<file path="src/verilog/ptw_params.svh">
/*
 * Sv39 page table walker widths
 * Address, page number, VPN slice, PSCID and cause code sizes
 */

`ifndef PTW_PARAMS_SVH
`define PTW_PARAMS_SVH

// Physical address width
`define PTW_PLEN 56

// IOVA width for Sv39
`define PTW_VLEN 39

// Physical page number width
`define PTW_PPN_W 44

// One VPN slice, three of them per IOVA
`define PTW_VPN_W 9

// Process soft-context ID
`define PTW_PSCID_W 20

// Fault cause code
`define PTW_CAUSE_W 12

`endif
</file>
<file path="src/verilog/ptw_ctrl_pkg.sv">
/*
 * Walker control encodings
 * FSM states, PTE check verdicts and fault cause codes
 */

`include "ptw_params.svh"

`default_nettype none

package ptw_ctrl_pkg;

    typedef enum logic [1:0] {
        IDLE,
        WAIT_GRANT,
        PTE_LOOKUP,
        PROPAGATE_ERROR
    } state_e;

    // Outcome of one PTE check, consumed by the FSM
    typedef enum logic [1:0] {
        PTE_DESCEND,
        PTE_LEAF,
        PTE_FAULT
    } verdict_e;

    // IOMMU fault causes reported by the walker
    typedef enum logic [`PTW_CAUSE_W-1:0] {
        NO_CAUSE           = 12'd0,
        LOAD_PAGE_FAULT    = 12'd13,
        STORE_PAGE_FAULT   = 12'd15,
        PT_DATA_CORRUPTION = 12'd274
    } cause_e;

endpackage

`default_nettype wire

</file>
<file path="src/verilog/sv39_pkg.sv">
/*
 * Sv39 page table format
 * PTE layout and page table level encoding
 */

`include "ptw_params.svh"

`default_nettype none

package sv39_pkg;

    // Sv39 PTE, MSB first
    typedef struct packed {
        logic [9:0]            reserved;
        logic [`PTW_PPN_W-1:0] ppn;
        logic [1:0]            rsw;
        logic                  d;
        logic                  a;
        logic                  g;
        logic                  u;
        logic                  x;
        logic                  w;
        logic                  r;
        logic                  v;
    } pte_t;

    // Walk level, LVL1 maps 1G and LVL2 maps 2M
    typedef enum logic [1:0] {
        LVL1,
        LVL2,
        LVL3
    } level_e;

endpackage

`default_nettype wire

</file>
<file path="src/verilog/ptw_top.sv">
/*
 * Sv39 IOMMU page table walker
 * Walks up to three levels on an IOTLB miss and returns a leaf or a fault
 */

`include "ptw_params.svh"

`default_nettype none

module ptw_top (
    input  wire                     clk_i,
    input  wire                     rst_ni,
    // Miss request from the IOTLB
    input  wire                     miss_i,
    input  wire                     stage1_en_i,
    input  wire  [`PTW_PPN_W-1:0]   satp_ppn_i,
    input  wire  [`PTW_VLEN-1:0]    iova_i,
    input  wire  [`PTW_PSCID_W-1:0] pscid_i,
    input  wire                     is_store_i,
    // PTE read port
    output logic                    ar_valid_o,
    output logic [`PTW_PLEN-1:0]    ar_addr_o,
    input  wire                     ar_ready_i,
    input  wire                     r_valid_i,
    input  sv39_pkg::pte_t          r_data_i,
    input  wire                     r_err_i,
    output logic                    r_ready_o,
    // Status and IOTLB update
    output logic                    busy_o,
    output logic                    update_o,
    output logic [3*`PTW_VPN_W-1:0] up_vpn_o,
    output logic [`PTW_PSCID_W-1:0] up_pscid_o,
    output sv39_pkg::pte_t          up_pte_o,
    output logic                    up_is_2m_o,
    output logic                    up_is_1g_o,
    output logic                    error_o,
    output ptw_ctrl_pkg::cause_e    cause_o,
    output logic                    bare_o
);
    import sv39_pkg::*;
    import ptw_ctrl_pkg::*;

    logic     start;
    logic     descend;
    logic     r_beat;
    level_e   lvl;
    verdict_e verdict;

    // A beat is the cycle the FSM accepts read data
    assign r_beat = r_ready_o;

    ptw_fsm u_fsm (
        .clk_i       (clk_i),
        .rst_ni      (rst_ni),
        .miss_i      (miss_i),
        .stage1_en_i (stage1_en_i),
        .is_store_i  (is_store_i),
        .ar_ready_i  (ar_ready_i),
        .r_valid_i   (r_valid_i),
        .r_err_i     (r_err_i),
        .verdict_i   (verdict),
        .ar_valid_o  (ar_valid_o),
        .r_ready_o   (r_ready_o),
        .start_o     (start),
        .descend_o   (descend),
        .update_o    (update_o),
        .error_o     (error_o),
        .bare_o      (bare_o),
        .busy_o      (busy_o),
        .cause_o     (cause_o)
    );

    ptw_level_ctr u_level_ctr (
        .clk_i      (clk_i),
        .rst_ni     (rst_ni),
        .start_i    (start),
        .descend_i  (descend),
        .lvl_o      (lvl),
        .up_is_2m_o (up_is_2m_o),
        .up_is_1g_o (up_is_1g_o)
    );

    ptw_pte_check u_pte_check (
        .pte_i      (r_data_i),
        .lvl_i      (lvl),
        .is_store_i (is_store_i),
        .verdict_o  (verdict)
    );

    ptw_walk_ctx u_walk_ctx (
        .clk_i      (clk_i),
        .rst_ni     (rst_ni),
        .start_i    (start),
        .descend_i  (descend),
        .r_beat_i   (r_beat),
        .iova_i     (iova_i),
        .satp_ppn_i (satp_ppn_i),
        .pscid_i    (pscid_i),
        .pte_i      (r_data_i),
        .lvl_i      (lvl),
        .ar_addr_o  (ar_addr_o),
        .up_vpn_o   (up_vpn_o),
        .up_pscid_o (up_pscid_o),
        .up_pte_o   (up_pte_o)
    );

endmodule

`default_nettype wire

</file>
<file path="src/verilog/ptw_walk_ctx.sv">
/*
 * Walk context
 * Holds IOVA, PSCID, table pointer and global flag, forms IOTLB update data
 */

`include "ptw_params.svh"

`default_nettype none

module ptw_walk_ctx (
    input  wire                     clk_i,
    input  wire                     rst_ni,
    input  wire                     start_i,
    input  wire                     descend_i,
    input  wire                     r_beat_i,
    input  wire  [`PTW_VLEN-1:0]    iova_i,
    input  wire  [`PTW_PPN_W-1:0]   satp_ppn_i,
    input  wire  [`PTW_PSCID_W-1:0] pscid_i,
    input  sv39_pkg::pte_t          pte_i,
    input  sv39_pkg::level_e        lvl_i,
    output logic [`PTW_PLEN-1:0]    ar_addr_o,
    output logic [3*`PTW_VPN_W-1:0] up_vpn_o,
    output logic [`PTW_PSCID_W-1:0] up_pscid_o,
    output sv39_pkg::pte_t          up_pte_o
);
    import sv39_pkg::*;

    logic [`PTW_VLEN-1:0]    iova_q;
    logic [`PTW_PSCID_W-1:0] pscid_q;
    logic [`PTW_PLEN-1:0]    pptr_q;
    logic [`PTW_VPN_W-1:0]   vpn_next;
    logic                    global_q;

    // Slice for the table below the current level
    assign vpn_next = (lvl_i == LVL1) ? iova_q[29:21] : iova_q[20:12];

    // Table pointer and request tags
    always_ff @(posedge clk_i) begin
        if (start_i) begin
            iova_q  <= iova_i;
            pscid_q <= pscid_i;
            // Root table indexed by VPN[2]
            pptr_q  <= {satp_ppn_i, iova_i[38:30], 3'b000};
        end else if (descend_i) begin
            pptr_q  <= {pte_i.ppn, vpn_next, 3'b000};
        end
    end

    // Sticky global bit over all levels of one walk
    always_ff @(posedge clk_i or negedge rst_ni) begin
        if (!rst_ni) begin
            global_q <= 1'b0;
        end else if (start_i) begin
            global_q <= 1'b0;
        end else if (r_beat_i) begin
            global_q <= global_q | pte_i.g;
        end
    end

    assign ar_addr_o  = pptr_q;
    assign up_vpn_o   = iova_q[38:12];
    assign up_pscid_o = pscid_q;

    // Leaf goes out in its own beat, fold in G from above
    always_comb begin
        up_pte_o   = pte_i;
        up_pte_o.g = global_q | pte_i.g;
    end

endmodule

`default_nettype wire

</file>
<file path="src/verilog/ptw_pte_check.sv">
/*
 * Sv39 PTE checker
 * Classifies a returned PTE as descend, leaf or fault
 */

`default_nettype none

module ptw_pte_check (
    input  sv39_pkg::pte_t         pte_i,
    input  sv39_pkg::level_e       lvl_i,
    input  wire                    is_store_i,
    output ptw_ctrl_pkg::verdict_e verdict_o
);
    import sv39_pkg::*;
    import ptw_ctrl_pkg::*;

    logic is_leaf;
    logic misaligned;

    // R or X marks a leaf, otherwise a pointer
    assign is_leaf = pte_i.r | pte_i.x;

    // Superpage PPN must be aligned to its size
    assign misaligned = ((lvl_i == LVL1) && (|pte_i.ppn[17:0])) ||
                        ((lvl_i == LVL2) && (|pte_i.ppn[8:0]));

    always_comb begin
        if (!pte_i.v || (!pte_i.r && pte_i.w)) begin
            // Invalid, or write-only encoding
            verdict_o = PTE_FAULT;
        end else if (|pte_i.reserved) begin
            // Bits 63:54, no Svnapot or Svpbmt here
            verdict_o = PTE_FAULT;
        end else if (is_leaf) begin
            // A must be set, D too on a store
            if (!pte_i.a || !pte_i.r || (is_store_i && !pte_i.d) || misaligned) begin
                verdict_o = PTE_FAULT;
            end else begin
                verdict_o = PTE_LEAF;
            end
        end else if (pte_i.a || pte_i.d || pte_i.u) begin
            // A, D, U reserved on pointers
            verdict_o = PTE_FAULT;
        end else if (lvl_i == LVL3) begin
            // Pointer past the last level
            verdict_o = PTE_FAULT;
        end else begin
            verdict_o = PTE_DESCEND;
        end
    end

endmodule

`default_nettype wire

</file>
<file path="src/verilog/ptw_level_ctr.sv">
/*
 * Page level counter
 * Tracks the walk level and derives the superpage size flags
 */

`default_nettype none

module ptw_level_ctr (
    input  wire              clk_i,
    input  wire              rst_ni,
    input  wire              start_i,
    input  wire              descend_i,
    output sv39_pkg::level_e lvl_o,
    output logic             up_is_2m_o,
    output logic             up_is_1g_o
);
    import sv39_pkg::*;

    level_e lvl_q;

    always_ff @(posedge clk_i or negedge rst_ni) begin
        if (!rst_ni) begin
            lvl_q <= LVL1;
        end else if (start_i) begin
            // Every walk begins at the root table
            lvl_q <= LVL1;
        end else if (descend_i) begin
            case (lvl_q)
                LVL1:    lvl_q <= LVL2;
                LVL2:    lvl_q <= LVL3;
                // Checker never descends from the last level
                default: lvl_q <= LVL3;
            endcase
        end
    end

    assign lvl_o = lvl_q;

    // Leaf found at an upper level means a superpage
    assign up_is_1g_o = (lvl_q == LVL1);
    assign up_is_2m_o = (lvl_q == LVL2);

endmodule

`default_nettype wire

</file>
<file path="src/verilog/ptw_fsm.sv">
/*
 * Page table walk FSM
 * Sequences PTE reads and raises update, error and bare pulses
 */

`default_nettype none

module ptw_fsm (
    input  wire                    clk_i,
    input  wire                    rst_ni,
    input  wire                    miss_i,
    input  wire                    stage1_en_i,
    input  wire                    is_store_i,
    input  wire                    ar_ready_i,
    input  wire                    r_valid_i,
    input  wire                    r_err_i,
    input  ptw_ctrl_pkg::verdict_e verdict_i,
    output logic                   ar_valid_o,
    output logic                   r_ready_o,
    output logic                   start_o,
    output logic                   descend_o,
    output logic                   update_o,
    output logic                   error_o,
    output logic                   bare_o,
    output logic                   busy_o,
    output ptw_ctrl_pkg::cause_e   cause_o
);
    import ptw_ctrl_pkg::*;

    state_e state_q, state_n;
    cause_e cause_q, cause_n;
    logic   store_q;

    // Walk in progress whenever we left IDLE
    assign busy_o = (state_q != IDLE);

    always_comb begin
        state_n    = state_q;
        cause_n    = cause_q;
        ar_valid_o = 1'b0;
        r_ready_o  = 1'b0;
        start_o    = 1'b0;
        descend_o  = 1'b0;
        update_o   = 1'b0;
        error_o    = 1'b0;
        bare_o     = 1'b0;
        cause_o    = NO_CAUSE;

        case (state_q)
            IDLE: begin
                // Misses only count here, a busy walker drops them
                if (miss_i) begin
                    if (stage1_en_i) begin
                        start_o = 1'b1;
                        cause_n = NO_CAUSE;
                        state_n = WAIT_GRANT;
                    end else begin
                        // No translation needed, answer right away
                        bare_o = 1'b1;
                    end
                end
            end

            WAIT_GRANT: begin
                // Address held by the context until accepted
                ar_valid_o = 1'b1;
                if (ar_ready_i) begin
                    state_n = PTE_LOOKUP;
                end
            end

            PTE_LOOKUP: begin
                if (r_valid_i) begin
                    r_ready_o = 1'b1;
                    if (r_err_i) begin
                        // Bus error wins over whatever the PTE says
                        cause_n = PT_DATA_CORRUPTION;
                        state_n = PROPAGATE_ERROR;
                    end else begin
                        case (verdict_i)
                            PTE_DESCEND: begin
                                descend_o = 1'b1;
                                state_n   = WAIT_GRANT;
                            end
                            PTE_LEAF: begin
                                update_o = 1'b1;
                                state_n  = IDLE;
                            end
                            default: begin
                                cause_n = store_q ? STORE_PAGE_FAULT : LOAD_PAGE_FAULT;
                                state_n = PROPAGATE_ERROR;
                            end
                        endcase
                    end
                end
            end

            PROPAGATE_ERROR: begin
                error_o = 1'b1;
                cause_o = cause_q;
                state_n = IDLE;
            end

            default: begin
                state_n = IDLE;
            end
        endcase
    end

    always_ff @(posedge clk_i or negedge rst_ni) begin
        if (!rst_ni) begin
            state_q <= IDLE;
            cause_q <= NO_CAUSE;
            store_q <= 1'b0;
        end else begin
            state_q <= state_n;
            cause_q <= cause_n;
            // Access type captured with the miss
            if (start_o) begin
                store_q <= is_store_i;
            end
        end
    end

endmodule

`default_nettype wire

</file>
<file path="config.mk">
export PLATFORM = sky130hd
export DESIGN_NAME = ptw_top
export DESIGN_NICKNAME = d
export VERILOG_FILES = /design/src/verilog/ptw_ctrl_pkg.sv /design/src/verilog/sv39_pkg.sv /design/src/verilog/ptw_top.sv /design/src/verilog/ptw_walk_ctx.sv /design/src/verilog/ptw_pte_check.sv /design/src/verilog/ptw_level_ctr.sv /design/src/verilog/ptw_fsm.sv
export VERILOG_INCLUDE_DIRS = /design/src /design/src/verilog
export SDC_FILE = /design/constraint.sdc
export NUM_CORES = 1
export LEC_CHECK = 0
export ABC_AREA = 1
export BUFFER_PORTS_ARGS = -buffer_cell sky130_fd_sc_hd__buf_2
export CORE_AREA = 10 10 131 133
export CTS_BUF_LIST = sky130_fd_sc_hd__clkbuf_8
export CTS_CLUSTER_DIAMETER = 40
export DETAILED_ROUTE_END_ITERATION = 6
export DIE_AREA = 0 0 141 143
export HOLD_SLACK_MARGIN = 0.02
export PLACE_DENSITY = 0.75
export SLEW_MARGIN = 20
export SYNTH_ARGS = -nofsm -noshare
export SYNTH_HDL_FRONTEND = slang
export SYNTH_SLANG_ARGS = --single-unit
</file>
<file path="constraint.sdc">
create_clock -name clk_i -period 3.5 [get_ports clk_i]
set_input_delay 0 -clock clk_i [delete_from_list [all_inputs] [get_ports clk_i]]
set_output_delay 0 -clock clk_i [all_outputs]
set_load 0.01 [all_outputs]
</file>
==> results of run 1 <==
==> report_power, final <==
group,switching (W),leakage (nW),internal (W)
combinational,0.000622,2.73,0.000485
clock,0.000502,0.102,0.000292
sequential,0.0000616,1.02,0.00161
total,0.00119,3.86,0.00239
==> worst min-delay path by stage <==
stage,slack [ns],endpoint,depth (start not counted),from
5_1_grt,0.06,u_walk_ctx.ar_addr_o[13],3,r_data_i[11]
3_5_place_dp,-0.12,u_fsm.store_q,1,rst_ni
3_3_place_gp,-0.14,u_fsm.store_q,1,rst_ni
4_1_cts,0.02,u_walk_ctx.ar_addr_o[13],3,r_data_i[11]
6_report,0.03,u_walk_ctx.ar_addr_o[13],3,r_data_i[11]
2_1_floorplan,-0.30,u_fsm.cause_q[1],0,rst_ni
==> per-stage QoR <==
stage,worst slack [ns],hold slack (ns),std cells,util [%]
floorplan,1.514,-0.2956,484,-
global placement,1.420,-0.1367,921,44.56
detailed placement,1.387,-0.1243,921,44.56
CTS,1.066,0.02179,1078,55.83
global route,0.8408,0.06246,1079,55.85
finish,1.048,0.03449,1079,55.85
==> tightest hold or removal path, cell delays in order <==
cell and delay [ns]:
buf_2 0.09, inv_1 0.04, o21ai_0 0.17
==> state kept, by name, summed over array words and instances, names as in the netlist <==
| register | flops |
|---|---|
| u_fsm.cause_q | 3 |
| u_fsm.state_q | 2 |
| u_fsm.store_q | 1 |
| u_level_ctr.lvl_o | 2 |
| u_walk_ctx.ar_addr_o | 53 |
| u_walk_ctx.global_q | 1 |
| u_walk_ctx.iova_q | 27 |
| u_walk_ctx.up_pscid_o | 20 |
==> repair_timing <==
item / CTS / global route
hold endpoints to repair: 117 / 0
setup endpoints to repair: 0 / 0
hold buffers: 141 / 0
==> layer usage <==
layer / wire length (um) / track usage (%) / share of wire [%] / vias to the layer above
met5: 9 / 0 / 0.047 / -
met4: 243 / 5.761 / 1.3 / 2
met3: 1853 / 7.197 / 9.7 / 27
met2: 10010 / 32.39 / 52 / 240
met1: 6966 / 18.72 / 36 / 2221
li1: - / - / - / 2293
==> synth_stat cells (all sizes together), types with 2 or more instances <==
cell type / instances / share of area (%)
nand4: 2 / 0.37
dfrtp: 9 / 4.4
edfxtp: 100 / 59
o21ai: 20 / 2.1
inv: 46 / 3.5
nand2: 139 / 10
nand3: 15 / 1.5
nor2: 41 / 3.8
buf: 86 / 12
o211ai: 10 / 1.5
==> final cells by class <==
cell class | count | area (um2) | area share [%]
Sequential cell | 109 | 3228 | 40.07
Timing Repair Buffer | 481 | 3136 | 38.93
Multi-Input combinational cell | 242 | 1070 | 13.28
Tap cell | 184 | 230.2 | 2.858
Inverter | 46 | 175.2 | 2.175
Clock buffer | 9 | 123.9 | 1.538
Clock inverter | 7 | 90.09 | 1.118
Antenna cell | 1 | 2.502 | 0.03107
==> cells by family (layout without fill, tap and decap cells) <==
group / Yosys count / count (layout) / share of synthesized area (%)
and+or+nand+nor: 199 / 199 / 16.23
buffers and inverters: 133 / 543 / 15.74
DFF: 109 / 109 / 63.74
AOI/OAI and AO/OA: 34 / 34 / 4.224
other: 1 / 10 / 0.07404
==> results.yml, run 1 <==
clock_tree:
  cts_tree: "built"
  cts.sinks: 109
  clock_latency_ns: 0.38
  cts_resized: 0
  htree_levels: 3
  cts_buffers: 9
  postCtsSetupRepairBufs: 0
  clk_pin_slew_ns: 0.12
  clock_path_buffers: 2
  cts-root-buf: "clkbuf_8"
drt:
  viasPerCell: 4.433
  drtIter0Drc: 259
  vias: 4783
  ant_nets: 0
  firstDrtPassIters: 4
  routed_wirelength_um: 19090
  wl_per_cell_um: 17.69
  drc: 0
critical_path:
  arrival_ns: 2.69
  cp_common_cell: "nand2_1"
  regToRegStartpoint: "u_fsm.state_q[1]"
  endpoint: "u_walk_ctx.ar_addr_o[37]"
  path_depth: 7
  cp-start-kind: "register"
  cpLargestDelayFamily: "buffers and inverters"
  reg2reg_slack_ns: 1.05
  path_buf_inv: 3
  rr_worst_depth: 7
  cp_max_fo: 66
  critPathSlowestCell: "buf_4"
  reg2reg_to: "u_walk_ctx.ar_addr_o[37]"
  crit_path_start: "u_fsm.state_q[1]"
  worstPathRequired_ns: 3.74
  worstSetupPathType: "register to register"
  slowest_delay_ns: 0.62
  end_kind: "register"
  critical_path.cell_chain: "nor2_1, inv_2, nor2_8, buf_4, nand2_1, nand2_1, dlygate4sd3_1"
synthesis:
  yosysWarnings: 0
  synthFlopType: "edfxtp_1"
  yosysSeqAreaShare_pct: 63.74
  synth-async-reset-ratio_pct: 8.257
  syn_avg_cell_area_um2: 10.64
  synthCells: 476
  yosys.cell_types.count: 28
  synth_edf_count: 100
  yosys_register_bits: 109
  netlist_area_mm2: 0.005065
timing:
  setup_viol: 0
  period_minus_slack_ns: 2.452
  finalMaxSlewViolations: 0
  setup_tns_ns: 0
  tightest_slew_ns: 0.7956
  fin_worst_skew_ns: 0.01923
  fin_crit_sh_pct: 70.05
  hold_viol: 0
  fmax_ghz: 0.4079
  max_slew_margin_pct: 46.96
  rsz0062_at_grt: "false"
floorplanning:
  num_rows: 44
  initial_core_util_pct: 35.11
  chipWidth_um: 141
  io_pins: 362
  fp.coreArea_mm2: 0.01442
  die-height_um: 143
  dieArea_mm2: 0.02016
power_and_ir_drop:
  power_density_mw_per_mm2: 443.5
  power_w: 0.003573
  ir_drop_uv: 287.1
  p_leak_nw: 3.855
cells_and_area:
  drive_gt1_share_pct: 41.72
  finish.instance_area_mm2: 0.008055
  area_growth_pct: 59.04
  final_cell_mix: "buf_2 (336), dlygate4sd3_1 (141), nand2_1 (137)"
  final_common_cell: "buf_2"
  fin_nets: 1064
  num-fill-cells: 1169
placement:
  gp_congestion: 0.8659
  hpwl_um: 13330
  portBuffers: 336
  placed_area_mm2: 0.006427
global_route:
  grt_util_all_layers_pct: 17.98
  antenna_found_initial: 2
  overflow: 0
  grt_pass1_vias: 5141
  grt_start_max_net_pins: 67
  grt_first_pass_wirelength_um: 28660
status:
  outcome: "completed"
hold_path:
  hold_class: "primary input to register"
run:
  cap_violations: 0
No activity file was read; power rests on OpenSTA's default activity.
==> inputs of run 2 (changes only) <==
==> constraint.sdc (replaced) <==
create_clock -name clk_i -period 2.4 [get_ports clk_i]
set_input_delay 0 -clock clk_i [delete_from_list [all_inputs] [get_ports clk_i]]
set_output_delay 0 -clock clk_i [all_outputs]
set_load 0.01 [all_outputs]
==> run 2 against run 1 <==
Compared with the run above:
- register-to-register slack worse by 0.80 ns
- sequential power up 46%
- cell count grew 0.56%
- clock power grew 47%
- maximum frequency rose by 14%
- sequential cell count did not move
- non-clock buffer count rose by 5
- power rose by 48%
- largest power group unchanged
- clock skew shrank 0.00063 ns
- global-route usage decreased by 0.40 points
- combinational power grew 50%
- utilization rose by 0.73 points
==> results.yml, run 2 (synthesized netlist as in run 1, its figures left out) <==
status:
  outcome: "completed"
clock_tree:
  clk_pin_slew_ns: 0.12
  cts_tree: "built"
  cts.sinks: 109
  clock_path_buffers: 2
  cts-root-buf: "clkbuf_8"
  clock_latency_ns: 0.39
  htree_levels: 3
  cts_buffers: 9
timing:
  hold_viol: 0
  fin_worst_skew_ns: 0.01860
  period_minus_slack_ns: 2.153
  setup_viol: 0
  max_slew_margin_pct: 64.11
  fmax_ghz: 0.4645
  fin_hold_ws_ns: 0.03574
  tightest_slew_ns: 0.5383
  finalMaxSlewViolations: 0
  rsz0062_at_grt: "false"
  setup_tns_ns: 0
  fin_crit_sh_pct: 89.70
critical_path:
  worstSetupPathType: "register to register"
  cp-start-kind: "register"
  slowest_delay_ns: 0.57
  end_kind: "register"
  critical_path.cell_chain: "nor2_1, inv_2, nor2_8, buf_6, o21ai_0, dlygate4sd3_1"
  cp_max_fo: 27
  critPathSlowestCell: "dlygate4sd3_1"
  path_buf_inv: 3
  regToRegStartpoint: "u_fsm.state_q[0]"
  crit_path_start: "u_fsm.state_q[0]"
  worstPathRequired_ns: 2.55
  cpLargestDelayFamily: "buffers and inverters"
  arrival_ns: 2.30
drt:
  wl_per_cell_um: 17.91
  vias: 4925
  routed_wirelength_um: 19430
  ant_nets: 0
  drtIter0Drc: 293
  firstDrtPassIters: 5
  viasPerCell: 4.539
  drc: 0
global_route:
  grt_first_pass_wirelength_um: 27960
  grt_start_max_net_pins: 67
  antenna_found_initial: 1
  overflow: 0
  grt_util_all_layers_pct: 17.58
  grt_pass1_vias: 5050
run:
  cap_violations: 0
placement:
  hpwl_um: 13550
  gp_congestion: 0.8493
  portBuffers: 336
cells_and_area:
  final_cell_mix: "buf_2 (336), dlygate4sd3_1 (141), nand2_1 (137)"
  final_common_cell: "buf_2"
  drive_gt1_share_pct: 42.11
  largest_register_ffs: 53
  area_growth_pct: 61.12
  fin_nets: 1070
hold_path:
  hold_class: "primary input to register"
  min_from: "r_data_i[11]"
power_and_ir_drop:
  power_density_mw_per_mm2: 647.7
  ir_drop_uv: 505.6
  swShare_pct: 33.38
  comb_power_share_pct: 31.7
  p_clk_share_pct: 22.2
  p_sw_w: 0.001764
  p_int_w: 0.003521
  p_seq_share_pct: 46.1
  p_leak_nw: 3.900
floorplanning:
  fp.coreArea_mm2: 0.01442
  initial_core_util_pct: 35.11
  dieArea_mm2: 0.02016
  num_rows: 44
  io_pins: 362
  die-height_um: 143
  chipWidth_um: 141
## run 2: cell count changes in the layout (fill, tap and decap cells not counted), sizes merged
cell    delta
clkbuf     +1
nor2       +1
buf        +4
## run 2: area by class of cell
type	count	area (um2)
fill	1181	6264
sequential	109	3228
timing repair buffer	486	3227
multi-input combinational	243	1081
tap	184	230.2
inverter	46	177.7
clock buffer	9	123.9
clock inverter	7	90.09
antenna	1	2.502
## run 2: per-layer routing
metal | vias up | global-route usage, % | wire (um)
li1 | 2308 | - | -
met1 | 2303 | 18.54 | 7064
met2 | 286 | 30.94 | 9965
met3 | 26 | 7.960 | 2123
met4 | 2 | 5.109 | 262
met5 | - | 0 | 13
## run 2: stage by stage
step / area [um2] / setup slack (ns) / cells / power [W] / utilization [%]
after floorplan: 5095 / 0.4145 / 484 / 0.003298 / -
after global placement: 6447 / 0.3867 / 922 / 0.003771 / 44.70
after detailed placement: 6447 / 0.3030 / 922 / 0.003816 / 44.70
after CTS: 8073 / 0.07091 / 1079 / 0.005257 / 55.97
after global routing: 8158 / 0.1051 / 1084 / 0.005557 / 56.56
final: 8160 / 0.2472 / 1085 / 0.005286 / 56.58
## run 2: worst paths after layout
path	endpoint	cells past startpoint	slack, ns
setup / recovery	u_walk_ctx.ar_addr_o[16]	6	0.25
hold / removal	u_walk_ctx.ar_addr_o[13]	3	0.04
setup reg to reg	u_walk_ctx.ar_addr_o[16]	6	0.25
hold reg to reg	u_fsm.cause_q[4]	2	0.49
max in group asynchronous	u_fsm.state_q[1]	3	1.49
min in group asynchronous	u_fsm.store_q	3	0.61
## run 2: repair_timing
action | CTS | global route
endpoints found under the setup margin | 0 | 32
buffers inserted | 0 | 3
hold endpoints to repair | 116 | 0
hold buffers | 141 | 0
gates resized for setup | 0 | 3
## run 2: tightest hold or removal path, cell delays in order
cell     delay (ns)
buf_2          0.09
inv_1          0.05
o21ai_0        0.18
## run 2: power by group through the flow
stage,clock [W],sequential (W),combinational (W)
floorplan,0,0.00254,0.000756
global placement,0,0.00247,0.00130
detailed placement,0,0.00248,0.00134
CTS,0.00121,0.00244,0.00161
global route,0.00128,0.00246,0.00182
finish,0.00117,0.00244,0.00167
